==> src/matrix_consts.svh <==
/* panel geometry and BCM timing for the 64x32 HUB75 driver
   the overlap budget must stay below the 64-cycle load burst */
`ifndef MATRIX_CONSTS_SVH
`define MATRIX_CONSTS_SVH

// columns shifted out per line
`define PIXEL_WIDTH 64

// rows per half, upper and lower halves scan together
`define PIXEL_HALFHEIGHT 16

// bit planes of binary-coded modulation
`define BRIGHTNESS_LEVELS 4

// clk_in cycles of output enable for the LSB plane
`define BRIGHTNESS_BASE_TIMEOUT 20

// next line may start once this little of the window is left
`define BRIGHTNESS_STATE_TIMEOUT_OVERLAP 40

// derived address widths
`define COLUMN_BITS ($clog2(`PIXEL_WIDTH))
`define ROW_BITS ($clog2(`PIXEL_HALFHEIGHT))

`endif

==> src/matrix_pkg.sv <==
/* bundles passed between scan controller, pattern source and panel pins
   field order fixes the packed bit layout, first field is the MSB */
`include "matrix_consts.svh"

package matrix_pkg;

    // panel control strobes and clocks
    typedef struct packed {
        // gated clk_in, one pulse per column
        logic clk_pixel_load;
        // same burst, half a cycle later
        logic clk_pixel;
        // one cycle, after the last column
        logic row_latch;
        // active high, board inverts if needed
        logic output_enable;
    } scan_ctrl_t;

    // where the scan is right now
    typedef struct packed {
        // counts 63 down to 0 during a line
        logic [`COLUMN_BITS-1:0] column_address;
        // row being shifted in
        logic [`ROW_BITS-1:0] row_address;
        // row currently lit
        logic [`ROW_BITS-1:0] row_address_active;
        // one-hot plane select for the line being shifted
        logic [`BRIGHTNESS_LEVELS-1:0] brightness_mask;
    } scan_pos_t;

    // colour bits, 0 = upper half, 1 = lower half
    typedef struct packed {
        logic r0;
        logic g0;
        logic b0;
        logic r1;
        logic g1;
        logic b1;
    } rgb_pair_t;

endpackage

==> src/brightness_timeout.sv <==
/* output-enable window for the plane latched with the row
   window = base timeout times the one-hot mask, a zero mask gives none */
`timescale 1ns/1ps
`include "matrix_consts.svh"

module brightness_timeout (
    input  logic                          clk_in,
    input  logic                          reset,
    input  logic                          row_latch,
    input  logic [`BRIGHTNESS_LEVELS-1:0] brightness_mask_active,
    output logic                          output_enable,
    output logic                          exceeded_overlap_time
);

    // longest window belongs to the MSB plane
    localparam int MAX_WINDOW = `BRIGHTNESS_BASE_TIMEOUT << (`BRIGHTNESS_LEVELS - 1);
    localparam int WINDOW_BITS = $clog2(MAX_WINDOW + 1);

    logic [WINDOW_BITS-1:0] window_length;
    logic [WINDOW_BITS-1:0] window_count;

    // mask is one-hot, so this is base shifted by the plane index
    assign window_length = WINDOW_BITS'(`BRIGHTNESS_BASE_TIMEOUT * brightness_mask_active);

    // row_latch seen here on the posedge inside its high phase
    // active mask still holds the previous plane at that point
    always_ff @(posedge clk_in) begin
        if (reset) begin
            window_count <= '0;
        end else if (row_latch) begin
            window_count <= window_length;
        end else if (window_count != '0) begin
            window_count <= window_count - 1'b1;
        end
    end

    assign output_enable = (window_count != '0);

    // remaining count small enough to start shifting the next line
    assign exceeded_overlap_time = output_enable
        && (window_count <= WINDOW_BITS'(`BRIGHTNESS_STATE_TIMEOUT_OVERLAP));

    // mask comes from the negedge scan logic, check it stays a plane select
    a_mask_onehot0: assert property (
        @(posedge clk_in) disable iff (reset)
        $onehot0(brightness_mask_active)
    ) else $error("active brightness mask not one-hot");

    // previous window has to be dark by the time the next row is latched
    a_dark_at_latch: assert property (
        @(posedge clk_in) disable iff (reset)
        !(output_enable && row_latch)
    ) else $error("output_enable high during row_latch");

endmodule

==> src/hub75_top.sv <==
/* HUB75 panel driver with a built-in test pattern
   output_enable is active high, any pin inversion is on the board */
`timescale 1ns/1ps

module hub75_top (
    input  logic                   clk_in,
    input  logic                   reset,
    output matrix_pkg::scan_ctrl_t ctrl,
    output matrix_pkg::scan_pos_t  pos,
    output matrix_pkg::rgb_pair_t  rgb
);

    // scan timing, gated clocks and addresses
    matrix_scan i_matrix_scan (
        .reset (reset),
        .clk_in(clk_in),
        .ctrl  (ctrl),
        .pos   (pos)
    );

    // colour bits follow the scan position with no delay
    // panel samples them on the clk_pixel rising edge
    test_pattern i_test_pattern (
        .pos(pos),
        .rgb(rgb)
    );

endmodule

==> src/matrix_scan.sv <==
/* HUB75 scan sequencer, 64 columns per line, planes MSB to LSB per row
   pixel clocks are clk_in gated, so they run at full clk_in rate
   the next line shifts in while the previous window is still lit */
`timescale 1ns/1ps
`include "matrix_consts.svh"

module matrix_scan (
    input  logic                   reset,
    input  logic                   clk_in,
    output matrix_pkg::scan_ctrl_t ctrl,
    output matrix_pkg::scan_pos_t  pos
);

    // one extra bit so the burst length itself fits
    localparam int LOAD_BITS = `COLUMN_BITS + 1;
    localparam int LEVELS = `BRIGHTNESS_LEVELS;
    localparam logic [LEVELS-1:0] MASK_MSB = {1'b1, {(LEVELS - 1){1'b0}}};

    logic [1:0] state;
    logic state_advance;
    logic line_start;
    logic clk_pixel_load_en;
    logic clk_pixel_en;
    logic [1:0] row_latch_state;
    logic row_latch;
    logic output_enable;
    logic exceeded_overlap_time;
    logic [`COLUMN_BITS-1:0] column_address;
    logic [`ROW_BITS-1:0] row_address;
    logic [`ROW_BITS-1:0] row_address_active;
    logic [LEVELS-1:0] brightness_mask;
    logic [LEVELS-1:0] brightness_mask_active;

    // ready when the lit window is dark or inside its overlap budget
    // held off while a line is still shifting or latching
    // so every line gives a fresh rising edge
    assign state_advance = (!output_enable || exceeded_overlap_time)
                           && !clk_pixel_load_en && !row_latch;

    // newest sample in bit 0
    always_ff @(posedge clk_in) begin
        if (reset) begin
            state <= 2'b00;
        end else begin
            state <= {state[0], state_advance};
        end
    end

    // advance now, not one cycle ago
    assign line_start = (state == 2'b01);

    // load clock burst, 64 cycles
    timeout #(
        .COUNTER_WIDTH(LOAD_BITS)
    ) timeout_clk_pixel_load_en (
        .reset  (reset),
        .clk_in (clk_in),
        .start  (line_start),
        .value  (LOAD_BITS'(`PIXEL_WIDTH)),
        .counter(),
        .running(clk_pixel_load_en)
    );

    // column address, 63 first then down to 0 and hold
    timeout #(
        .COUNTER_WIDTH(`COLUMN_BITS)
    ) timeout_column_address (
        .reset  (reset),
        .clk_in (clk_in),
        .start  (line_start),
        .value  ((`COLUMN_BITS)'(`PIXEL_WIDTH - 1)),
        .counter(column_address),
        .running()
    );

    // falling burst edge, one cycle wide
    assign row_latch = (row_latch_state == 2'b10);

    always_ff @(negedge clk_in) begin
        if (reset) begin
            clk_pixel_en <= 1'b1;
            row_latch_state <= 2'b00;
            brightness_mask <= MASK_MSB;
            brightness_mask_active <= '0;
            row_address <= '0;
            row_address_active <= '0;
        end else begin
            // pixel clock trails the load clock by half a cycle
            clk_pixel_en <= clk_pixel_load_en;
            row_latch_state <= {row_latch_state[0], clk_pixel_load_en};
            if (row_latch) begin
                // freshly latched data becomes the lit line
                brightness_mask_active <= brightness_mask;
                row_address_active <= row_address;
                // LSB done, back to MSB on the next row, wraps at 16
                if ((brightness_mask == '0) || (brightness_mask == LEVELS'(1))) begin
                    brightness_mask <= MASK_MSB;
                    row_address <= row_address + 1'b1;
                end else begin
                    brightness_mask <= brightness_mask >> 1;
                end
            end
        end
    end

    // plane-weighted output enable
    brightness_timeout i_brightness_timeout (
        .clk_in                (clk_in),
        .reset                 (reset),
        .row_latch             (row_latch),
        .brightness_mask_active(brightness_mask_active),
        .output_enable         (output_enable),
        .exceeded_overlap_time (exceeded_overlap_time)
    );

    assign ctrl = '{
        clk_pixel_load: clk_in && clk_pixel_load_en,
        clk_pixel:      clk_in && clk_pixel_en,
        row_latch:      row_latch,
        output_enable:  output_enable
    };

    assign pos = '{
        column_address:     column_address,
        row_address:        row_address,
        row_address_active: row_address_active,
        brightness_mask:    brightness_mask
    };

    a_mask_onehot: assert property (
        @(posedge clk_in) disable iff (reset)
        $onehot(brightness_mask)
    ) else $error("brightness_mask not one-hot");

    // latch only after the whole burst has gone out
    a_latch_after_burst: assert property (
        @(posedge clk_in) disable iff (reset)
        !(row_latch && clk_pixel_load_en)
    ) else $error("row_latch during load burst");

    a_latch_single: assert property (
        @(posedge clk_in) disable iff (reset)
        row_latch |=> !row_latch
    ) else $error("row_latch longer than one cycle");

endmodule

==> src/test_pattern.sv <==
/* combinational colour source, depth limited to the plane count
   red follows x, green follows y, blue follows x + y */
`timescale 1ns/1ps
`include "matrix_consts.svh"

module test_pattern (
    input  matrix_pkg::scan_pos_t pos,
    output matrix_pkg::rgb_pair_t rgb
);

    localparam int LEVELS = `BRIGHTNESS_LEVELS;

    // lower half sits 16 rows below, one extra bit for y
    logic [`ROW_BITS:0] y_upper;
    logic [`ROW_BITS:0] y_lower;
    logic [`COLUMN_BITS:0] sum_upper;
    logic [`COLUMN_BITS:0] sum_lower;

    // pick the bit of value selected by the one-hot plane mask
    function automatic logic plane_bit(
        input logic [LEVELS-1:0] value,
        input logic [LEVELS-1:0] mask
    );
        plane_bit = |(value & mask);
    endfunction

    always_comb begin
        y_upper = {1'b0, pos.row_address};
        y_lower = y_upper + (`ROW_BITS + 1)'(`PIXEL_HALFHEIGHT);
        sum_upper = {1'b0, pos.column_address} + (`COLUMN_BITS + 1)'(y_upper);
        sum_lower = {1'b0, pos.column_address} + (`COLUMN_BITS + 1)'(y_lower);

        // upper half
        rgb.r0 = plane_bit(pos.column_address[LEVELS-1:0], pos.brightness_mask);
        rgb.g0 = plane_bit(y_upper[LEVELS-1:0], pos.brightness_mask);
        rgb.b0 = plane_bit(sum_upper[LEVELS-1:0], pos.brightness_mask);

        // lower half
        rgb.r1 = plane_bit(pos.column_address[LEVELS-1:0], pos.brightness_mask);
        rgb.g1 = plane_bit(y_lower[LEVELS-1:0], pos.brightness_mask);
        rgb.b1 = plane_bit(sum_lower[LEVELS-1:0], pos.brightness_mask);
    end

endmodule

==> src/timeout.sv <==
/* loadable down-counter, counts to zero and holds there
   a start while still counting reloads value immediately */
`timescale 1ns/1ps

module timeout #(
    parameter int COUNTER_WIDTH = 8
) (
    input  logic                     reset,
    input  logic                     clk_in,
    input  logic                     start,
    input  logic [COUNTER_WIDTH-1:0] value,
    output logic [COUNTER_WIDTH-1:0] counter,
    output logic                     running
);

    always_ff @(posedge clk_in) begin
        if (reset) begin
            counter <= '0;
        end else if (start) begin
            // load takes priority over the count
            counter <= value;
        end else if (counter != '0) begin
            counter <= counter - 1'b1;
        end
    end

    // high for exactly value cycles after a load
    assign running = (counter != '0);

    // between loads the count only falls
    // so it never rises above what was loaded
    a_no_overshoot: assert property (
        @(posedge clk_in) disable iff (reset)
        !start |=> (counter <= $past(counter))
    ) else $error("timeout count rose without a load");

endmodule
==> config.mk <==
export PLATFORM = sky130hd
export DESIGN_NAME = hub75_top
export DESIGN_NICKNAME = d
export VERILOG_FILES = /design/src/matrix_pkg.sv /design/src/brightness_timeout.sv /design/src/hub75_top.sv /design/src/matrix_scan.sv /design/src/test_pattern.sv /design/src/timeout.sv
export VERILOG_INCLUDE_DIRS = /design/src
export SDC_FILE = /design/constraint.sdc
export NUM_CORES = 1
export LEC_CHECK = 0
export BUFFER_PORTS_ARGS = -buffer_cell sky130_fd_sc_hd__buf_2
export CORE_MARGIN = 2
export CORE_UTILIZATION = 45
export CTS_CLUSTER_DIAMETER = 100
export CTS_CLUSTER_SIZE = 10
export DETAILED_ROUTE_END_ITERATION = 8
export PLACE_DENSITY = 0.65
export RECOVER_POWER = 25
export SLEW_MARGIN = 10
export SYNTH_ARGS = -nofsm -noshare
export SYNTH_HDL_FRONTEND = slang
export SYNTH_SLANG_ARGS = --single-unit
==> constraint.sdc <==
create_clock -name clk_in -period 3.5 [get_ports clk_in]
set_clock_uncertainty 0.1 [all_clocks]
set_input_delay 0.875 -clock clk_in [delete_from_list [all_inputs] [get_ports clk_in]]
set_output_delay 0.875 -clock clk_in [all_outputs]
set_load 0.02 [all_outputs]
==> impl_metrics.py, run 1 <==
metrics = {
    "power_and_ir_drop": {
        "power_density_mw_per_mm2": 826,
        "ir_worst_vdd_mv": 0.624,
        "p_leak_uw": 0.00132,
    },
    "sta": {
        "slew_viol_final": 0,
        "hold_viol": 0,
        "fin_ws_ns": -1.27,
        "grt_setup_unrepaired": "true",
        "worst_pin_slew_ns": 0.404,
        "setup_viol": 21,
        "max-slew-margin-rel": 0.729,
    },
    "logic_synthesis": {
        "synth-compound-area-share": 0.118,
        "synth.net_count": 251,
        "synth_cells": 235,
        "ys_seq_area_frac": 0.408,
        "yosysWarnings": 0,
        "synth-simple-area-share": 0.225,
        "syn_avg_cell_area_um2": 8.77,
        "netlist.area_leader.share": 0.408,
        "synth.area.top_cells": "dfxtp_1, ha_1, nand2_1",
        "synth_area_mm2": 0.00206,
        "synth_edf_count": 0,
        "synth_xor_area_frac": 0.0765,
        "synth-seq-cells": 42,
        "synth_adder_area_share": 0.0923,
        "yosys-mux-area-fraction": 0.0298,
        "ys_types": 44,
        "async_flop_share": 0,
        "yosysTopAreaCell": "dfxtp_1",
        "synth_flop_cell": "dfxtp_1",
        "synth_top_family_by_area": "simple AND/OR/NAND/NOR gates",
    },
    "worst_setup_path": {
        "worst_path_max_delay_cell": "dfxtp_4",
        "reg2reg_from": "i_matrix_scan.brightness_mask_active[3]",
        "cp.arrival_ns": 3.80,
        "required_ns": 2.52,
        "crit_start": "i_matrix_scan.row_address[0]",
        "endpoint_kind": "output port",
        "crit_path_start_kind": "flop",
        "crit_chain": "ha_4 -> fa_2 -> xor2_1 -> a222oi_1 -> o21ai_2 -> buf_2",
        "path_class": "flop to output port",
        "critPathMaxFanout": 2,
        "slowest_delay_ns": 0.35,
    },
    "clocking": {
        "insertion_delay_ns": 0.47,
        "cts_tree": "yes",
        "holdBufCountCts": 0,
        "clk_pin_slew_ns": 0.05,
    },
    "layout": {
        "nNetsFinal": 321,
        "antenna_cells": 0,
        "fillers": 364,
        "final_layout_size_suffix_gt1_frac": 0.314,
        "layout_common_cells": "nand2_1, inv_1, dfxtp_1, a21oi_1, buf_6",
        "finalInstanceArea_mm2": 0.00284,
        "layout_commonest_cell": "nand2_1",
        "areaGrowthSynthToFinish_pct": 37.6,
    },
    "global_route": {
        "grtUsageTotal": 0.187,
        "grt_pass1_vias": 1735,
        "overflow": 0,
        "antenna_found_initial": 0,
        "grt_pass1_wl_um": 7510,
        "grt_max_degree": 25,
    },
    "drt": {
        "first_iter_violations": 56,
        "vias_per_cell": 5.06,
        "route.detailed.wl_per_inst_um": 12.3,
        "num_vias": 1811,
        "finalWirelength_um": 4410,
        "dr.pass1.iters": 5,
        "drc": 0,
        "ant_nets": 0,
    },
    "placement": {
        "place_ws_ns": -0.774,
        "gp_congestion": 0.743,
        "place_hpwl_um": 2960,
        "numPortBuffers": 29,
        "placed_area_mm2": 0.00239,
    },
    "status": {
        "outcome": "finished, violations left",
        "failed_checks": "negative setup slack",
    },
    "die": {
        "rows": 24,
        "core_region_area_mm2": 0.00438,
        "die_h_um": 71.7,
        "start_util": 0.470,
        "pin_count": 30,
        "die_area_mm2": 0.00514,
        "die_x_um": 71.7,
    },
    "hold_path": {
        "hold_path.class": "flop to flop",
        "holdCritStartpoint": "i_matrix_scan.row_latch_state[0]",
    },
    "flow_run": {
        "maxCapViolations": 0,
    },
}
==> Yosys cell counts (2+ instances only) <==
cell type,n
nand2_1,35
and2_1,3
a22oi_1,4
inv_1,9
fa_1,2
buf_4,5
clkbuf_1,4
nor3_1,5
nor2_1,19
xnor2_1,11
dfxtp_1,42
nor3_2,2
mux2i_1,5
a21oi_1,25
o21ai_0,2
nand3_1,7
nand3b_1,2
xor2_1,7
ha_1,12
buf_2,2
nand2b_1,4
nor2b_1,6
==> metal layers <==
layer / global-route usage / up-vias / part of all wire
li1: - / 926 / -
met1: 0.238 / 843 / 0.48
met2: 0.284 / 30 / 0.47
met3: 0.0661 / 12 / 0.036
met4: 0.0881 / 0 / 0.017
met5: 0 / - / 0
==> what timing repair did <==
action	CTS	global route
resized for setup	52	5
setup endpoints to repair	23	23
setup buffers	4	5
hold endpoints to repair	0	0
cloned	0	0
pin swaps	6	2
==> worst max-delay path, delay by kind of cell (launching register included) <==
family	cells	cell delay [ns]
xor+xnor	1	0.17
flops	1	0.35
fa+ha+maj	2	0.49
buf+inv	1	0.17
compound gates	2	0.40
==> flip-flops by register name (all words and copies together) (netlist names) <==
register / cells
i_matrix_scan.row_address_active: 4
i_matrix_scan.row_address: 4
i_matrix_scan.row_latch_state: 2
i_matrix_scan.clk_pixel_en: 1
i_matrix_scan.timeout_clk_pixel_load_en.counter: 7
i_matrix_scan.brightness_mask_active: 4
i_matrix_scan.i_brightness_timeout.window_count: 8
i_matrix_scan.brightness_mask: 4
i_matrix_scan.state: 2
i_matrix_scan.timeout_column_address.counter: 6
==> kinds of logic (layout without fill, tap and decap cells) <==
group,Yosys count,count (layout)
fa+ha+maj,14,14
xor+xnor,18,18
simple gates,92,92
flops,42,42
buf+inv,22,93
compound gates,41,41
mux,6,6
==> power breakdown <==
part	switching, µW	internal, µW	total [µW]
Clock	296	388	684
Combinational	496	416	912
Sequential	140	607	747
==> per-stage QoR <==
stage / total power, µW / utilization / hold WS [ns] / TNS [ns] / instances
after floorplan: 1580 / - / 0.339 / -1.85 / 235
after global placement: 1750 / 0.545 / 0.341 / -2.01 / 320
after detailed placement: 1760 / 0.545 / 0.346 / -2.07 / 320
after CTS: 2370 / 0.640 / 0.359 / -8.53 / 354
after global routing: 2530 / 0.647 / 0.387 / -9.52 / 358
final: 2340 / 0.647 / 0.360 / -8.53 / 358
==> final cells by class <==
| type | instances | area [µm²] | share of cell area |
|---|---|---|---|
| sequential | 42 | 871 | 0.307 |
| clock buffer | 11 | 140 | 0.0494 |
| inverter | 9 | 38.8 | 0.0137 |
| tap | 52 | 65.1 | 0.0229 |
| multi-input combinational | 171 | 1160 | 0.408 |
| clock inverter | 22 | 109 | 0.0384 |
| timing repair buffer | 51 | 454 | 0.160 |
==> final timing paths <==
kind	slack, ns	cells past startpoint	to
min	0.36	1	i_matrix_scan.row_latch_state[1]
max reg2reg	0.02	5	flop
min reg2reg	0.36	1	i_matrix_scan.row_latch_state[1]
max	-1.27	6	rgb[3]
No activity file was read; power rests on OpenSTA's default activity.
==> run 2: changes to the inputs <==
Settings changed: GPL_TIMING_DRIVEN set to 0.
==> impl_metrics.py, run 2 (same netlist as run 1, synthesis figures left out) <==
metrics = {
    "status": {
        "outcome": "finished, violations left",
        "failed_checks": "negative setup slack",
    },
    "power_and_ir_drop": {
        "finalPower_uw": 2350,
        "ir_worst_vdd_mv": 0.472,
        "p_leak_uw": 0.00127,
        "power_density_mw_per_mm2": 835,
    },
    "drt": {
        "finalWirelength_um": 4410,
        "first_iter_violations": 75,
        "ant_nets": 0,
        "num_vias": 1808,
        "route.detailed.wl_per_inst_um": 12.4,
        "vias_per_cell": 5.11,
        "dr.pass1.iters": 4,
        "drc": 0,
    },
    "placement": {
        "place_ws_ns": -0.949,
        "numPortBuffers": 28,
        "place_hpwl_um": 3000,
        "placed_area_mm2": 0.00234,
        "gp_congestion": 0.765,
    },
    "sta": {
        "worst_pin_slew_ns": 0.483,
        "slew_viol_final": 0,
        "max-slew-margin-rel": 0.678,
        "grt_setup_unrepaired": "true",
        "holdWs_ns": 0.346,
        "fin_ws_ns": -1.33,
        "hold_viol": 0,
        "setup_viol": 22,
        "fin_tns_setup_ns": -8.17,
    },
    "layout": {
        "fillers": 353,
        "antenna_cells": 0,
        "areaGrowthSynthToFinish_pct": 36.8,
        "largest_reg_flops": 8,
        "biggestRegsByFlops": "i_matrix_scan.i_brightness_timeout.window_count x8, i_matrix_scan.timeout_clk_pixel_load_en.counter x7, i_matrix_scan.timeout_column_address.counter x6",
        "finalInstanceArea_mm2": 0.00282,
        "layout_commonest_cell": "nand2_1",
        "final_layout_size_suffix_gt1_frac": 0.301,
        "layout_common_cells": "nand2_1, inv_1, dfxtp_1, a21oi_1, buf_6",
        "largest_register": "i_matrix_scan.i_brightness_timeout.window_count",
        "nNetsFinal": 317,
    },
    "die": {
        "pin_count": 30,
        "die_area_mm2": 0.00514,
        "die_h_um": 71.7,
        "core_region_area_mm2": 0.00438,
        "die_x_um": 71.7,
        "rows": 24,
        "start_util": 0.470,
    },
    "worst_setup_path": {
        "reg2reg_depth": 5,
        "path_class": "flop to output port",
        "critPathMaxFanout": 2,
        "required_ns": 2.52,
        "cp.arrival_ns": 3.86,
        "endpoint_kind": "output port",
        "rrSetupSlack_ns": -0.02,
        "crit_path_start_kind": "flop",
        "reg2reg_from": "i_matrix_scan.brightness_mask_active[1]",
    },
    "global_route": {
        "antenna_found_initial": 0,
        "grtUsageTotal": 0.182,
        "overflow": 0,
        "grt_max_degree": 16,
        "grt_pass1_vias": 1662,
        "grt_pass1_wl_um": 7200,
    },
    "clocking": {
        "cts_tree": "yes",
        "insertion_delay_ns": 0.47,
        "clk_pin_slew_ns": 0.04,
        "holdBufCountCts": 0,
    },
    "flow_run": {
        "maxCapViolations": 0,
    },
    "hold_path": {
        "holdCritStartpoint": "i_matrix_scan.row_latch_state[0]",
        "hold_end": "i_matrix_scan.row_latch_state[1]",
        "hold_path.class": "flop to flop",
        "whs_path_depth": 1,
    },
}
-- run 2: changes by cell type in the layout (fill, tap and decap cells not counted), sizes merged --
cell      change
buf           -7
clkbuf        +4
bufinv        -1
clkinvlp      +1
inv           -1
-- run 2: metal layers --
layer,global-route usage,wire length [µm],up-vias
met3,0.0647,271,7
met4,0.0755,46,0
met5,0,0,-
li1,-,-,923
met2,0.286,2120,48
met1,0.226,1970,830
-- run 2: what timing repair did --
action                     4_1_cts  5_1_grt
resized for setup               55        8
pin swaps                        5        3
gates cloned                     0        0
setup endpoints to repair       23       23
buffers inserted                 5        7
-- run 2: critical path: stages, from the launching register on --
cell and delay, ns:
dfxtp_4 0.34, ha_4 0.16, fa_2 0.33, xor2_1 0.16, a222oi_1 0.28, o21ai_2 0.12
buf_6 0.13, buf_6 0.12
-- run 2: per-stage QoR --
step                      std cells  utilization
after detailed placement        315        0.533
after global routing            354        0.643
after floorplan                 235            -
final                           354        0.643
after CTS                       347        0.628
after global placement          315        0.533
-- run 2: area by class of cell --
cell class	count	area, µm²	area share
timing repair buffer	38	328	0.116
inverter	9	46.3	0.0164
multi-input combinational	171	1190	0.423
tap	52	65.1	0.0231
clock inverter	21	82.6	0.0293
clock buffer	12	165	0.0586
buffer	9	56.3	0.0200
sequential	42	885	0.314
-- run 2: worst max path at each step --
stage / startpoint / to / slack (ns)
2_1_floorplan: i_matrix_scan.row_address[0] / rgb[3] / -0.87
3_3_place_gp: i_matrix_scan.row_address[0] / rgb[3] / -0.94
3_5_place_dp: i_matrix_scan.row_address[0] / rgb[3] / -0.95
4_1_cts: i_matrix_scan.row_address[0] / rgb[3] / -1.35
5_1_grt: i_matrix_scan.row_address[0] / rgb[3] / -1.42
6_report: i_matrix_scan.row_address[0] / rgb[3] / -1.33
-- run 2: where the power goes --
part | internal, µW | switching (µW) | leakage (µW)
Combinational | 445 | 504 | 0.000718
Clock | 361 | 296 | 0.000198
Sequential | 604 | 144 | 0.000354
